**src/include/entropyConsts.svh**
```systemverilog
`ifndef ENTROPY_CONSTS_SVH
`define ENTROPY_CONSTS_SVH

// Output word width in bits
`define WORD_W 32

// Width of the DC size category field
`define CAT_W 4

// Number of DC categories in a Huffman table
`define DC_CATS 12

// Bit counts run from 0 to WORD_W inclusive
`define LEN_W 6

`endif
```
**src/verilog/streamPkg.sv**
```systemverilog
`include "entropyConsts.svh"

package streamPkg;

  typedef logic [`WORD_W-1:0] word_t;
  typedef logic [`LEN_W-1:0] fill_t;

  typedef struct packed {
    logic valid;
    logic done;    // Final word of a block stream
    word_t data;
    fill_t size;   // Number of meaningful bits from the MSB down
  } packedWord_t;

  typedef enum logic [1:0] {NORMAL, FINAL, SPILL} packState_t;

  // What the partial-word register loads on the next edge
  typedef enum logic [2:0] {HOLD, MERGE, TAKE_LOW, TAKE_UP, CLEAR} spliceSel_t;

endpackage

```
**src/verilog/symbolPkg.sv**
```systemverilog
`include "entropyConsts.svh"

package symbolPkg;

  typedef logic [`CAT_W-1:0] category_t;
  typedef logic [10:0] amplitude_t;
  typedef logic [`LEN_W-1:0] codeLen_t;

  // One DC difference as it enters the coder
  typedef struct packed {
    logic valid;
    logic last;
    category_t category;
    amplitude_t amplitude;
  } dcSymbol_t;

  // Huffman code plus amplitude bits, left-aligned in a word
  typedef struct packed {
    logic valid;
    logic last;
    logic [`WORD_W-1:0] code;
    codeLen_t length;
  } codedSymbol_t;

endpackage

```
**src/verilog/dcEntropyCoder.sv**
```systemverilog
`timescale 1ns/1ps
`include "entropyConsts.svh"

module dcEntropyCoder
  import symbolPkg::*;
  import streamPkg::*;
#(
  parameter int chroma = 0
) (
  input logic clk,
  input logic rst_n,
  input dcSymbol_t sym,
  output packedWord_t out
);

  codedSymbol_t coded;
  fill_t shift, finalSize;
  logic fillValid, wordFull;
  spliceSel_t sel;
  logic emit, emitFinal, sizeFull;

  symbolCoder #(.chroma(chroma)) i_symbolCoder (
    .clk(clk),
    .rst_n(rst_n),
    .sym(sym),
    .coded(coded)
  );

  bitFillCounter i_bitFillCounter (
    .clk(clk),
    .rst_n(rst_n),
    .coded(coded),
    .shift(shift),
    .finalSize(finalSize),
    .fillValid(fillValid),
    .wordFull(wordFull)
  );

  flushControl i_flushControl (
    .clk(clk),
    .rst_n(rst_n),
    .codedLast(coded.last),  // Only set together with valid
    .fillValid(fillValid),
    .wordFull(wordFull),
    .sel(sel),
    .emit(emit),
    .emitFinal(emitFinal),
    .sizeFull(sizeFull)
  );

  wordSplicer i_wordSplicer (
    .clk(clk),
    .rst_n(rst_n),
    .coded(coded),
    .shift(shift),
    .finalSize(finalSize),
    .sel(sel),
    .emit(emit),
    .emitFinal(emitFinal),
    .sizeFull(sizeFull),
    .out(out)
  );

endmodule

```
**src/verilog/wordSplicer.sv**
```systemverilog
`timescale 1ns/1ps
`include "entropyConsts.svh"

module wordSplicer
  import symbolPkg::*;
  import streamPkg::*;
(
  input logic clk,
  input logic rst_n,
  input codedSymbol_t coded,
  input fill_t shift,
  input fill_t finalSize,
  input spliceSel_t sel,
  input logic emit,
  input logic emitFinal,
  input logic sizeFull,
  output packedWord_t out
);

  word_t up, low;
  word_t partial;
  word_t splice;
  word_t shiftIn;

  logic outValid, outDone;
  word_t outData;
  fill_t outSize;

  // An idle cycle loads zeros, so up only ever holds the latest symbol
  assign shiftIn = coded.valid ? coded.code : '0;

  always_ff @(posedge clk) begin
    {up, low} <= {shiftIn, word_t'(0)} >> shift;
  end

  assign splice = partial | up;

  always_ff @(posedge clk or negedge rst_n) begin
    if (!rst_n) begin
      partial <= '0;
    end else begin
      case (sel)
        MERGE: partial <= splice;
        TAKE_LOW: partial <= low;
        TAKE_UP: partial <= up;
        CLEAR: partial <= '0;
        default: partial <= partial;  // HOLD
      endcase
    end
  end

  always_ff @(posedge clk or negedge rst_n) begin
    if (!rst_n) begin
      outValid <= 1'b0;
      outDone <= 1'b0;
    end else begin
      outValid <= emit;
      outDone <= emit & emitFinal;
    end
  end

  always_ff @(posedge clk) begin
    if (emit) begin
      outData <= splice;
      outSize <= sizeFull ? fill_t'(`WORD_W) : finalSize;
    end
  end

  assign out = '{valid: outValid, done: outDone, data: outData, size: outSize};

endmodule

```
**src/verilog/flushControl.sv**
```systemverilog
`timescale 1ns/1ps
`include "entropyConsts.svh"

module flushControl
  import streamPkg::*;
(
  input logic clk,
  input logic rst_n,
  input logic codedLast,
  input logic fillValid,
  input logic wordFull,
  output spliceSel_t sel,
  output logic emit,
  output logic emitFinal,
  output logic sizeFull
);

  packState_t state, stateNext;

  always_ff @(posedge clk or negedge rst_n) begin
    if (!rst_n) begin
      state <= NORMAL;
    end else begin
      state <= stateNext;
    end
  end

  always_comb begin
    stateNext = state;
    sel = HOLD;
    emit = 1'b0;
    emitFinal = 1'b0;
    sizeFull = 1'b0;
    case (state)
      NORMAL: begin
        if (fillValid) begin
          sel = MERGE;
          if (wordFull) begin
            sel = TAKE_LOW;  // Bits past the word boundary start the next word
            emit = 1'b1;
            sizeFull = 1'b1;
          end
        end
        if (codedLast) begin
          stateNext = FINAL;
        end
      end
      FINAL: begin
        emit = 1'b1;
        stateNext = NORMAL;
        if (wordFull) begin
          // The full word goes out first and the spilled bits follow next cycle
          sel = TAKE_LOW;
          sizeFull = 1'b1;
          stateNext = SPILL;
        end else begin
          sel = CLEAR;
          emitFinal = 1'b1;
        end
      end
      SPILL: begin
        emit = 1'b1;
        emitFinal = 1'b1;
        stateNext = NORMAL;
        if (fillValid) begin
          sel = TAKE_UP;
        end else begin
          sel = CLEAR;
        end
      end
      default: begin
        stateNext = NORMAL;
      end
    endcase
  end

endmodule

```
**src/verilog/bitFillCounter.sv**
```systemverilog
`timescale 1ns/1ps
`include "entropyConsts.svh"

module bitFillCounter
  import symbolPkg::*;
  import streamPkg::*;
(
  input logic clk,
  input logic rst_n,
  input codedSymbol_t coded,
  output fill_t shift,
  output fill_t finalSize,
  output logic fillValid,
  output logic wordFull
);

  fill_t fill, fillNext, sum;
  logic overflow;

  always_comb begin
    sum = fill + fill_t'(coded.length);
    overflow = coded.valid && (sum >= `WORD_W);
    fillNext = fill;
    if (coded.valid) begin
      fillNext = overflow ? sum - fill_t'(`WORD_W) : sum;
      if (coded.last) begin
        fillNext = '0;  // Next stream starts on a fresh word
      end
    end
  end

  always_ff @(posedge clk or negedge rst_n) begin
    if (!rst_n) begin
      fill <= '0;
      finalSize <= '0;
      fillValid <= 1'b0;
      wordFull <= 1'b0;
    end else begin
      fill <= fillNext;
      if (coded.valid && coded.last) begin
        finalSize <= overflow ? sum - fill_t'(`WORD_W) : sum;
      end
      fillValid <= coded.valid;  // Lines up with the up/low load in the splicer
      wordFull <= overflow;
    end
  end

  assign shift = fill;

endmodule

```
**src/verilog/symbolCoder.sv**
```systemverilog
`timescale 1ns/1ps
`include "entropyConsts.svh"

module symbolCoder
  import symbolPkg::*;
  import streamPkg::*;
#(
  parameter int chroma = 0
) (
  input logic clk,
  input logic rst_n,
  input dcSymbol_t sym,
  output codedSymbol_t coded
);

  word_t tableCode;
  codeLen_t tableLen;

  logic s1Valid, s1Last;
  category_t s1Cat;
  amplitude_t s1Amp;

  logic s2Valid, s2Last;
  word_t s2Code;
  codeLen_t s2Len;

  logic s3Valid, s3Last;
  word_t s3Code;
  codeLen_t s3Len;

  word_t ampMask;

  dcCodeTable #(.chroma(chroma)) i_dcCodeTable (
    .clk(clk),
    .lookup(sym.valid),
    .category(sym.category),
    .code(tableCode),
    .length(tableLen)
  );

  // Keeps only the low category bits of the amplitude
  assign ampMask = ~({`WORD_W{1'b1}} << s1Cat);

  always_ff @(posedge clk or negedge rst_n) begin
    if (!rst_n) begin
      s1Valid <= 1'b0;
      s1Last <= 1'b0;
      s2Valid <= 1'b0;
      s2Last <= 1'b0;
      s3Valid <= 1'b0;
      s3Last <= 1'b0;
    end else begin
      s1Valid <= sym.valid;
      s1Last <= sym.valid & sym.last;
      s2Valid <= s1Valid;
      s2Last <= s1Last;
      s3Valid <= s2Valid;
      s3Last <= s2Last;
    end
  end

  always_ff @(posedge clk) begin
    s1Cat <= sym.category;  // Travels beside the table read
    s1Amp <= sym.amplitude;
    s2Code <= (tableCode << s1Cat) | (word_t'(s1Amp) & ampMask);
    s2Len <= tableLen + codeLen_t'(s1Cat);
    // Length is never zero for a valid symbol, so the shift stays below WORD_W
    s3Code <= s2Code << (`WORD_W - s2Len);
    s3Len <= s2Len;
  end

  assign coded = '{valid: s3Valid, last: s3Last, code: s3Code, length: s3Len};

endmodule

```
**src/verilog/dcCodeTable.sv**
```systemverilog
`timescale 1ns/1ps
`include "entropyConsts.svh"

module dcCodeTable
  import symbolPkg::*;
  import streamPkg::*;
#(
  parameter int chroma = 0
) (
  input logic clk,
  input logic lookup,
  input category_t category,
  output word_t code,
  output codeLen_t length
);

  localparam int ROM_CODE_W = 11;  // Longest DC code is the chroma category 11 entry
  localparam int ROM_LEN_W = 4;

  typedef struct packed {
    logic [ROM_LEN_W-1:0] len;
    logic [ROM_CODE_W-1:0] code;
  } romEntry_t;

  romEntry_t rom [`DC_CATS];

  initial begin
    if (chroma == 0) begin
      rom[0] = {4'd2, 11'b00000000000};
      rom[1] = {4'd3, 11'b00000000010};
      rom[2] = {4'd3, 11'b00000000011};
      rom[3] = {4'd3, 11'b00000000100};
      rom[4] = {4'd3, 11'b00000000101};
      rom[5] = {4'd3, 11'b00000000110};
      rom[6] = {4'd4, 11'b00000001110};
      rom[7] = {4'd5, 11'b00000011110};
      rom[8] = {4'd6, 11'b00000111110};
      rom[9] = {4'd7, 11'b00001111110};
      rom[10] = {4'd8, 11'b00011111110};
      rom[11] = {4'd9, 11'b00111111110};
    end else begin
      rom[0] = {4'd2, 11'b00000000000};
      rom[1] = {4'd2, 11'b00000000001};
      rom[2] = {4'd2, 11'b00000000010};
      rom[3] = {4'd3, 11'b00000000110};
      rom[4] = {4'd4, 11'b00000001110};
      rom[5] = {4'd5, 11'b00000011110};
      rom[6] = {4'd6, 11'b00000111110};
      rom[7] = {4'd7, 11'b00001111110};
      rom[8] = {4'd8, 11'b00011111110};
      rom[9] = {4'd9, 11'b00111111110};
      rom[10] = {4'd10, 11'b01111111110};
      rom[11] = {4'd11, 11'b11111111110};
    end
  end

  always_ff @(posedge clk) begin
    if (lookup) begin
      code <= word_t'(rom[category].code);  // Right-aligned
      length <= codeLen_t'(rom[category].len);
    end
  end

endmodule

```
**config.mk**
```make
export PLATFORM = sky130hd
export DESIGN_NAME = dcEntropyCoder
export DESIGN_NICKNAME = d
export VERILOG_FILES = /design/src/verilog/streamPkg.sv /design/src/verilog/symbolPkg.sv /design/src/verilog/dcEntropyCoder.sv /design/src/verilog/wordSplicer.sv /design/src/verilog/flushControl.sv /design/src/verilog/bitFillCounter.sv /design/src/verilog/symbolCoder.sv /design/src/verilog/dcCodeTable.sv
export VERILOG_INCLUDE_DIRS = /design/src /design/src/include
export SDC_FILE = /design/constraint.sdc
export NUM_CORES = 1
export LEC_CHECK = 0
export BUFFER_PORTS_ARGS = -buffer_cell sky130_fd_sc_hd__buf_2
export CAP_MARGIN = 5
export CORE_ASPECT_RATIO = 0.9
export CORE_MARGIN = 2
export CORE_UTILIZATION = 65
export DETAILED_ROUTE_END_ITERATION = 8
export PLACE_DENSITY_LB_ADDON = 0.15
export SLEW_MARGIN = 40
export SYNTH_ARGS = -nofsm -noshare
export SYNTH_HDL_FRONTEND = slang
export SYNTH_SLANG_ARGS = --single-unit
```
**constraint.sdc**
```tcl
create_clock -name clk -period 4.2 [get_ports clk]
set_input_delay 1.26 -clock clk [delete_from_list [all_inputs] [get_ports clk]]
set_output_delay 1.26 -clock clk [all_outputs]
set_load 0.01 [all_outputs]
```
==> run_results.csv, run 1 <==
group,metric,value,unit
global_route,grt_pass1_wl,52.7,mm
placement,gp_congestion,0.973,
pwr,p_per_area,772,nW/um^2
global_route,grtUsageTotal,32.7,%
global_route,grt_max_degree,43,
floorplanning,die_h,137,um
global_route,antenna_found_initial,1,
clock_network,clockBufferDepth,3,
finish,fin_area,14000,um^2
clock_network,numClockSinks,251,
synth,synth-seq-cells,251,
sta,worst_pin_slew,0.816,ns
setup_path,endpoint_kind,"flop",
detailed_routing,firstDrtPassIters,7,
sta,slew_viol_final,0,
detailed_routing,vias,9985,
placement,placed_area,13100,um^2
synth,synth.yosys.warnings,0,
global_route,met1_usage,45.4,%
floorplanning,coreArea,19200,um^2
global_route,grt_pass1_vias,9570,
floorplanning,rows,48,
finish,drive_above_1_share,21.3,%
clock_network,cts_resized,0,
detailed_routing,wl_per_cell,22.3,um
sta,setup_violations,0,
pwr,ir_drop,513,uV
detailed_routing,ant_nets,0,
setup_path,crit_type,"reg -> reg",
global_route,use_met2,52.7,%
synth,ys.flop_type,"dfxtp_1",
hold_path,hp-class,"reg -> reg",
synth,synth_nets,1243,
floorplanning,die_width,151,um
synth,syn_area,12700,um^2
synth,synth_cell_types,79,
finish,diodes,0,
floorplanning,io_pins,59,
synth,yosysMostFrequentCell,"nor2_1",
synth,async_flop_share,22.3,%
global_route,grt-busiest-layer,"met2",
finish,fillers,1393,
synth,synth_cells,1203,
placement,port-buffer-count,58,
finish,utilization,73.2,%
detailed_routing,drc,0,
clock_network,clkLatencyLatePin,0.53,ns
sta,clock_skew,0.0142,ns
detailed_routing,drt_iter0_drc,1318,
sta,rsz0062_at_grt,"no",
sta,finalHoldViolCount,0,
finish,multiInputGateArea,6480,um^2
clock_network,cts_tree,"built",
synth,netlist_top_cells_count,"nor2_1 (158), dfxtp_1 (145), nand2_1 (120)",
global_route,met3_usage,4.73,%
floorplanning,initial_core_util,66.4,%
sta,tns,0,ns
floorplanning,dieArea,20700,um^2
sta,max_freq,0.330,GHz
sta,maxSlewHeadroom,45.6,%
placement,dp_hpwl,23.3,mm
global_route,globalRouteOverflowTotal,0,
synth,seq_area_frac_synth,45.7,%
sta,period_minus_slack,3.03,ns
synth,synth_top_area_cell,"dfxtp_1",
setup_path,start_kind,"flop",
sta,layout_worst_path_cycle_share,72.1,%
clock_network,hold_buffers,0,
clock_network,post-cts-setup-buffer-count,0,
finish,final_nets,1268,
clock_network,htree_levels,1,
detailed_routing,vias_per_cell,6.67,
clock_network,clkTransAtPathRegs,0.06,ns
setup_path,cp.required,4.60,ns
job,drv_cap,0,
clock_network,cts_root_buffer,"clkbuf_16",
synth,synth.area.top_cells,"dfxtp_1 (23%), edfxtp_1 (12%), dfrtp_1 (11%)",
setup_path,cp.arrival,3.43,ns
finish,regArea,5810,um^2
synth,synth-edff-count,50,
synth,syn_area_per_cell,10.6,um^2
detailed_routing,wl,33.4,mm
finish,area_growth,10.3,%
status,run_status,"finished, final reports clean",
pwr,p_leak,5.80,nW
synth,synth_top_area_share,22.8,%
clock_network,cts_inserted_buffers,24,
setup_path,crit_fanout,32,
## per-stage QoR
stage / cells / hold slack (ns) / power, mW / setup slack [ns]
floorplan: 1203 / 0.326 / 7.11 / 1.32
global placement: 1451 / 0.332 / 8.30 / 1.16
detailed placement: 1452 / 0.342 / 8.43 / 1.32
CTS: 1496 / 0.353 / 10.7 / 1.20
global route: 1496 / 0.357 / 11.4 / 0.967
finish: 1496 / 0.350 / 10.8 / 1.17
## worst paths after layout
check | from | to | slack (ns) | cells past startpoint
setup / recovery | i_flushControl.state[0] | i_wordSplicer.partial[6] | 1.17 | 7
hold / removal | i_symbolCoder.s2Last | i_symbolCoder.s3Last | 0.35 | 0
setup reg to reg | i_flushControl.state[0] | i_wordSplicer.partial[6] | 1.17 | 7
hold reg to reg | i_symbolCoder.s2Last | i_symbolCoder.s3Last | 0.35 | 0
max in group asynchronous | rst_n | i_bitFillCounter.shift[2] | 2.54 | 2
min in group asynchronous | rst_n | i_wordSplicer.outDone | 0.77 | 1
## power by group
part           total, mW  internal [mW]  switching [mW]
registers           3.93           3.30           0.622
clock network       2.27           1.37           0.902
logic               4.62           1.89            2.73
## flip-flops by register name, indices dropped and copies added (netlist names), 9 cells and up
register                          flops
i_symbolCoder.s3Code                 32
i_wordSplicer.partial                32
i_symbolCoder.i_dcCodeTable.code      9
i_wordSplicer.low                    32
i_wordSplicer.outData                32
i_symbolCoder.s2Code                 24
i_wordSplicer.up                     32
i_symbolCoder.s1Amp                  11
## final cells by class
| cell class | count | share of cell area, % |
|---|---|---|
| Inverter | 23 | 0.616 |
| Tap cell | 250 | 2.23 |
| Sequential cell | 251 | 41.5 |
| Timing Repair Buffer | 81 | 3.36 |
| Multi-Input combinational cell | 847 | 46.2 |
| Clock buffer | 37 | 5.42 |
| Clock inverter | 7 | 0.687 |
## per-layer routing
| metal | part of all wire, % | vias to the layer above |
|---|---|---|
| li1 | - | 4481 |
| met1 | 41 | 4863 |
| met2 | 48 | 546 |
| met3 | 7.7 | 95 |
| met4 | 3.3 | 0 |
| met5 | 0 | - |
## cell families after synthesis
| family | synth area share (%) |
|---|---|
| DFF | 45.7 |
| adders and majority gates | 2.18 |
| buffers and inverters | 3.90 |
| muxes | 19.3 |
| and+or+nand+nor | 14.9 |
| AOI/OAI and AO/OA | 13.3 |
| xor gates and xnor gates | 0.817 |
## cell usage in the layout, fill, tap and decap left out, drive strengths merged, types with 33 or more instances in the layout
cell | Yosys | final
buf | 45 | 81
nand2 | 120 | 120
or2 | 33 | 33
nor2 | 158 | 158
mux2i | 77 | 77
edfxtp | 50 | 50
mux2 | 35 | 35
o21ai | 47 | 47
dfxtp | 145 | 145
dfrtp | 56 | 56
mux4 | 57 | 57
clkbuf | 37 | 37
## worst max-delay path: stages, from the launching register on
cell and delay, ns:
dfrtp_1 0.42, inv_1 0.11, ha_1 0.40, mux2_2 0.38, a311oi_1 0.44, nand2_2 0.54
a222oi_1 0.49, nor2_1 0.10
Note: power is estimated with default switching activity, not from simulation.
==> run 2: changes to the inputs <==
--- a/config.mk
+++ b/config.mk
@@ -10,7 +10,7 @@
 export CAP_MARGIN = 5
 export CORE_ASPECT_RATIO = 0.9
 export CORE_MARGIN = 2
-export CORE_UTILIZATION = 65
+export CORE_UTILIZATION = 56
 export DETAILED_ROUTE_END_ITERATION = 8
 export PLACE_DENSITY_LB_ADDON = 0.15
 export SLEW_MARGIN = 40
==> constraint.sdc (replaced) <==
create_clock -name clk -period 2.65 [get_ports clk]
set_input_delay 0.795 -clock clk [delete_from_list [all_inputs] [get_ports clk]]
set_output_delay 0.795 -clock clk [all_outputs]
set_load 0.01 [all_outputs]
==> run 2 against run 1 <==
Against the previous run: register-to-register slack got worse by 1.0 ns; via count fell by 0.23%; die area rose by 16%; sequential cell count did not move; routed wire length rose by 3.0%; first-iteration DRC count fell by 0.68%; clock power rose by 68%; critical endpoint is now i_wordSplicer.low[7].
==> run_results.csv, run 2 (synthesis results as in run 1) <==
group,metric,value,unit
sta,slew_viol_final,0,
placement,dp.cells,1531,
pwr,intPower,10.8,mW
detailed_routing,firstDrtPassIters,8,
sta,period_minus_slack,2.48,ns
detailed_routing,ant_nets,0,
detailed_routing,drt_iter0_drc,1309,
pwr,p_per_area,1220,nW/um^2
sta,tns,0,ns
sta,maxSlewHeadroom,56.2,%
setup_path,crit_type,"reg -> reg",
placement,preCtsSetupSlack,0.261,ns
floorplanning,dieArea,23900,um^2
floorplanning,coreArea,22400,um^2
floorplanning,io_pins,59,
placement,port-buffer-count,58,
clock_network,clkTransAtPathRegs,0.06,ns
setup_path,r2r_setup_slack,0.17,ns
global_route,globalRouteOverflowTotal,0,
setup_path,crit_buf_inv,1,
setup_path,cp.arrival,2.86,ns
setup_path,reg2reg_from,"i_bitFillCounter.shift[0]",
setup_path,crit_slowest_cell,"mux4_2",
clock_network,hold_buffers,0,
setup_path,crit_fanout,36,
pwr,ir_drop,735,uV
detailed_routing,vias_per_cell,6.32,
global_route,grt_max_degree,37,
clock_network,cts_resized,0,
floorplanning,rows,52,
finish,regArea,5810,um^2
finish,multiInputGateArea,6460,um^2
finish,fin_cells,1576,
detailed_routing,wl,34.4,mm
pwr,share_seq_of_total_power,34.9,%
clock_network,clockBufferDepth,3,
status,run_status,"finished, final reports clean",
clock_network,cts_tree,"built",
finish,utilization,64.3,%
floorplanning,die_h,147,um
setup_path,critical_path.cell_chain,"buf_12 > mux4_2 > mux2i_1 > nor2_1 > a21oi_1 > o221ai_1",
hold_path,hp-class,"in -> async",
pwr,switching_share,38.7,%
finish,diodes,0,
finish,final_nets,1301,
detailed_routing,vias,9962,
clock_network,numClockSinks,251,
sta,finalHoldViolCount,0,
sta,max_freq,0.403,GHz
setup_path,slowest_delay,0.61,ns
clock_network,post-cts-setup-buffer-count,0,
sta,clock_skew,0.0246,ns
setup_path,rr_worst_depth,6,
setup_path,timing.rr.end,"i_wordSplicer.low[7]",
pwr,clock_power_share,21.7,%
detailed_routing,wl_per_cell,21.8,um
sta,setup_ws,0.167,ns
global_route,grt_pass1_vias,9526,
clock_network,cts_root_buffer,"clkbuf_16",
setup_path,timing.critical_path.max_delay_family,"multiplexers",
sta,layout_worst_path_cycle_share,93.7,%
finish,fillers,1782,
clock_network,clkLatencyLatePin,0.55,ns
finish,area_growth,13.2,%
finish,final_common_cell,"nor2_1",
detailed_routing,drc,0,
setup_path,cp.required,3.02,ns
pwr,p_leak,6.00,nW
pwr,p_switching,6.83,mW
clock_network,cts_inserted_buffers,25,
clock_network,htree_levels,1,
sta,setup_violations,0,
pwr,combPwrFrac,43.5,%
placement,dp_hpwl,25.5,mm
setup_path,endpoint_kind,"flop",
sta,rsz0062_at_grt,"no",
global_route,grtUsageTotal,29.1,%
sta,hold_slack,0.268,ns
floorplanning,die_width,163,um
floorplanning,initial_core_util,56.8,%
placement,gp_congestion,1.00,
sta,worst_pin_slew,0.652,ns
setup_path,start_kind,"flop",
job,drv_cap,0,
finish,layout_common_cells,"nor2_1 (157), dfxtp_1 (144), nand2_1 (120)",
finish,drive_above_1_share,22.8,%
global_route,grt_pass1_wl,54.4,mm
global_route,antenna_found_initial,0,
## run 2: cell count changes in the layout (fill, tap and decap cells not counted), sizes merged
cell,delta
inv,+2
bufinv,+1
buf,+32
clkbuf,-2
## run 2: power by group through the flow
stage | Clock, mW | Sequential, mW | Combinational (mW)
6_report | 3.82 | 6.14 | 7.67
5_1_grt | 4.02 | 6.28 | 8.28
4_1_cts | 3.87 | 6.13 | 7.56
3_5_place_dp | 0 | 6.20 | 7.54
3_3_place_gp | 0 | 6.15 | 7.46
2_1_floorplan | 0 | 5.99 | 5.27
## run 2: stage by stage
stage | power [mW] | area (um^2)
6_report | 17.6 | 14400
5_1_grt | 18.6 | 14400
4_1_cts | 17.6 | 14400
3_5_place_dp | 13.7 | 13500
3_3_place_gp | 13.6 | 13500
2_1_floorplan | 11.3 | 12700
## run 2: worst max-delay path by stage
stage | slack, ns | startpoint | to | cells after the start
floorplan | 0.07 | i_symbolCoder.s2Len[0] | i_symbolCoder.s3Code[30] | 11
global placement | 0.26 | i_symbolCoder.s3Valid | i_wordSplicer.low[13] | 6
detailed placement | 0.26 | i_bitFillCounter.shift[0] | i_wordSplicer.low[7] | 6
CTS | 0.25 | i_bitFillCounter.shift[0] | i_wordSplicer.low[7] | 6
global route | 0.06 | i_flushControl.state[0] | i_wordSplicer.partial[8] | 8
finish | 0.17 | i_bitFillCounter.shift[0] | i_wordSplicer.low[7] | 6
## run 2: area by class of cell
class | count | area share, %
timing repair buffer | 113 | 5.32
inverter | 23 | 0.600
sequential | 251 | 40.3
tap | 297 | 2.58
clock buffer | 35 | 5.33
multi-input combinational | 847 | 44.8
clock inverter | 10 | 0.999
## run 2: routing by layer
metal	up-vias	routed length [um]	GRT usage (%)
li1	4570	-	-
met3	79	2430	3.61
met1	4806	14800	41.5
met2	507	15900	46.1
met5	-	0	0
met4	0	1250	10.9
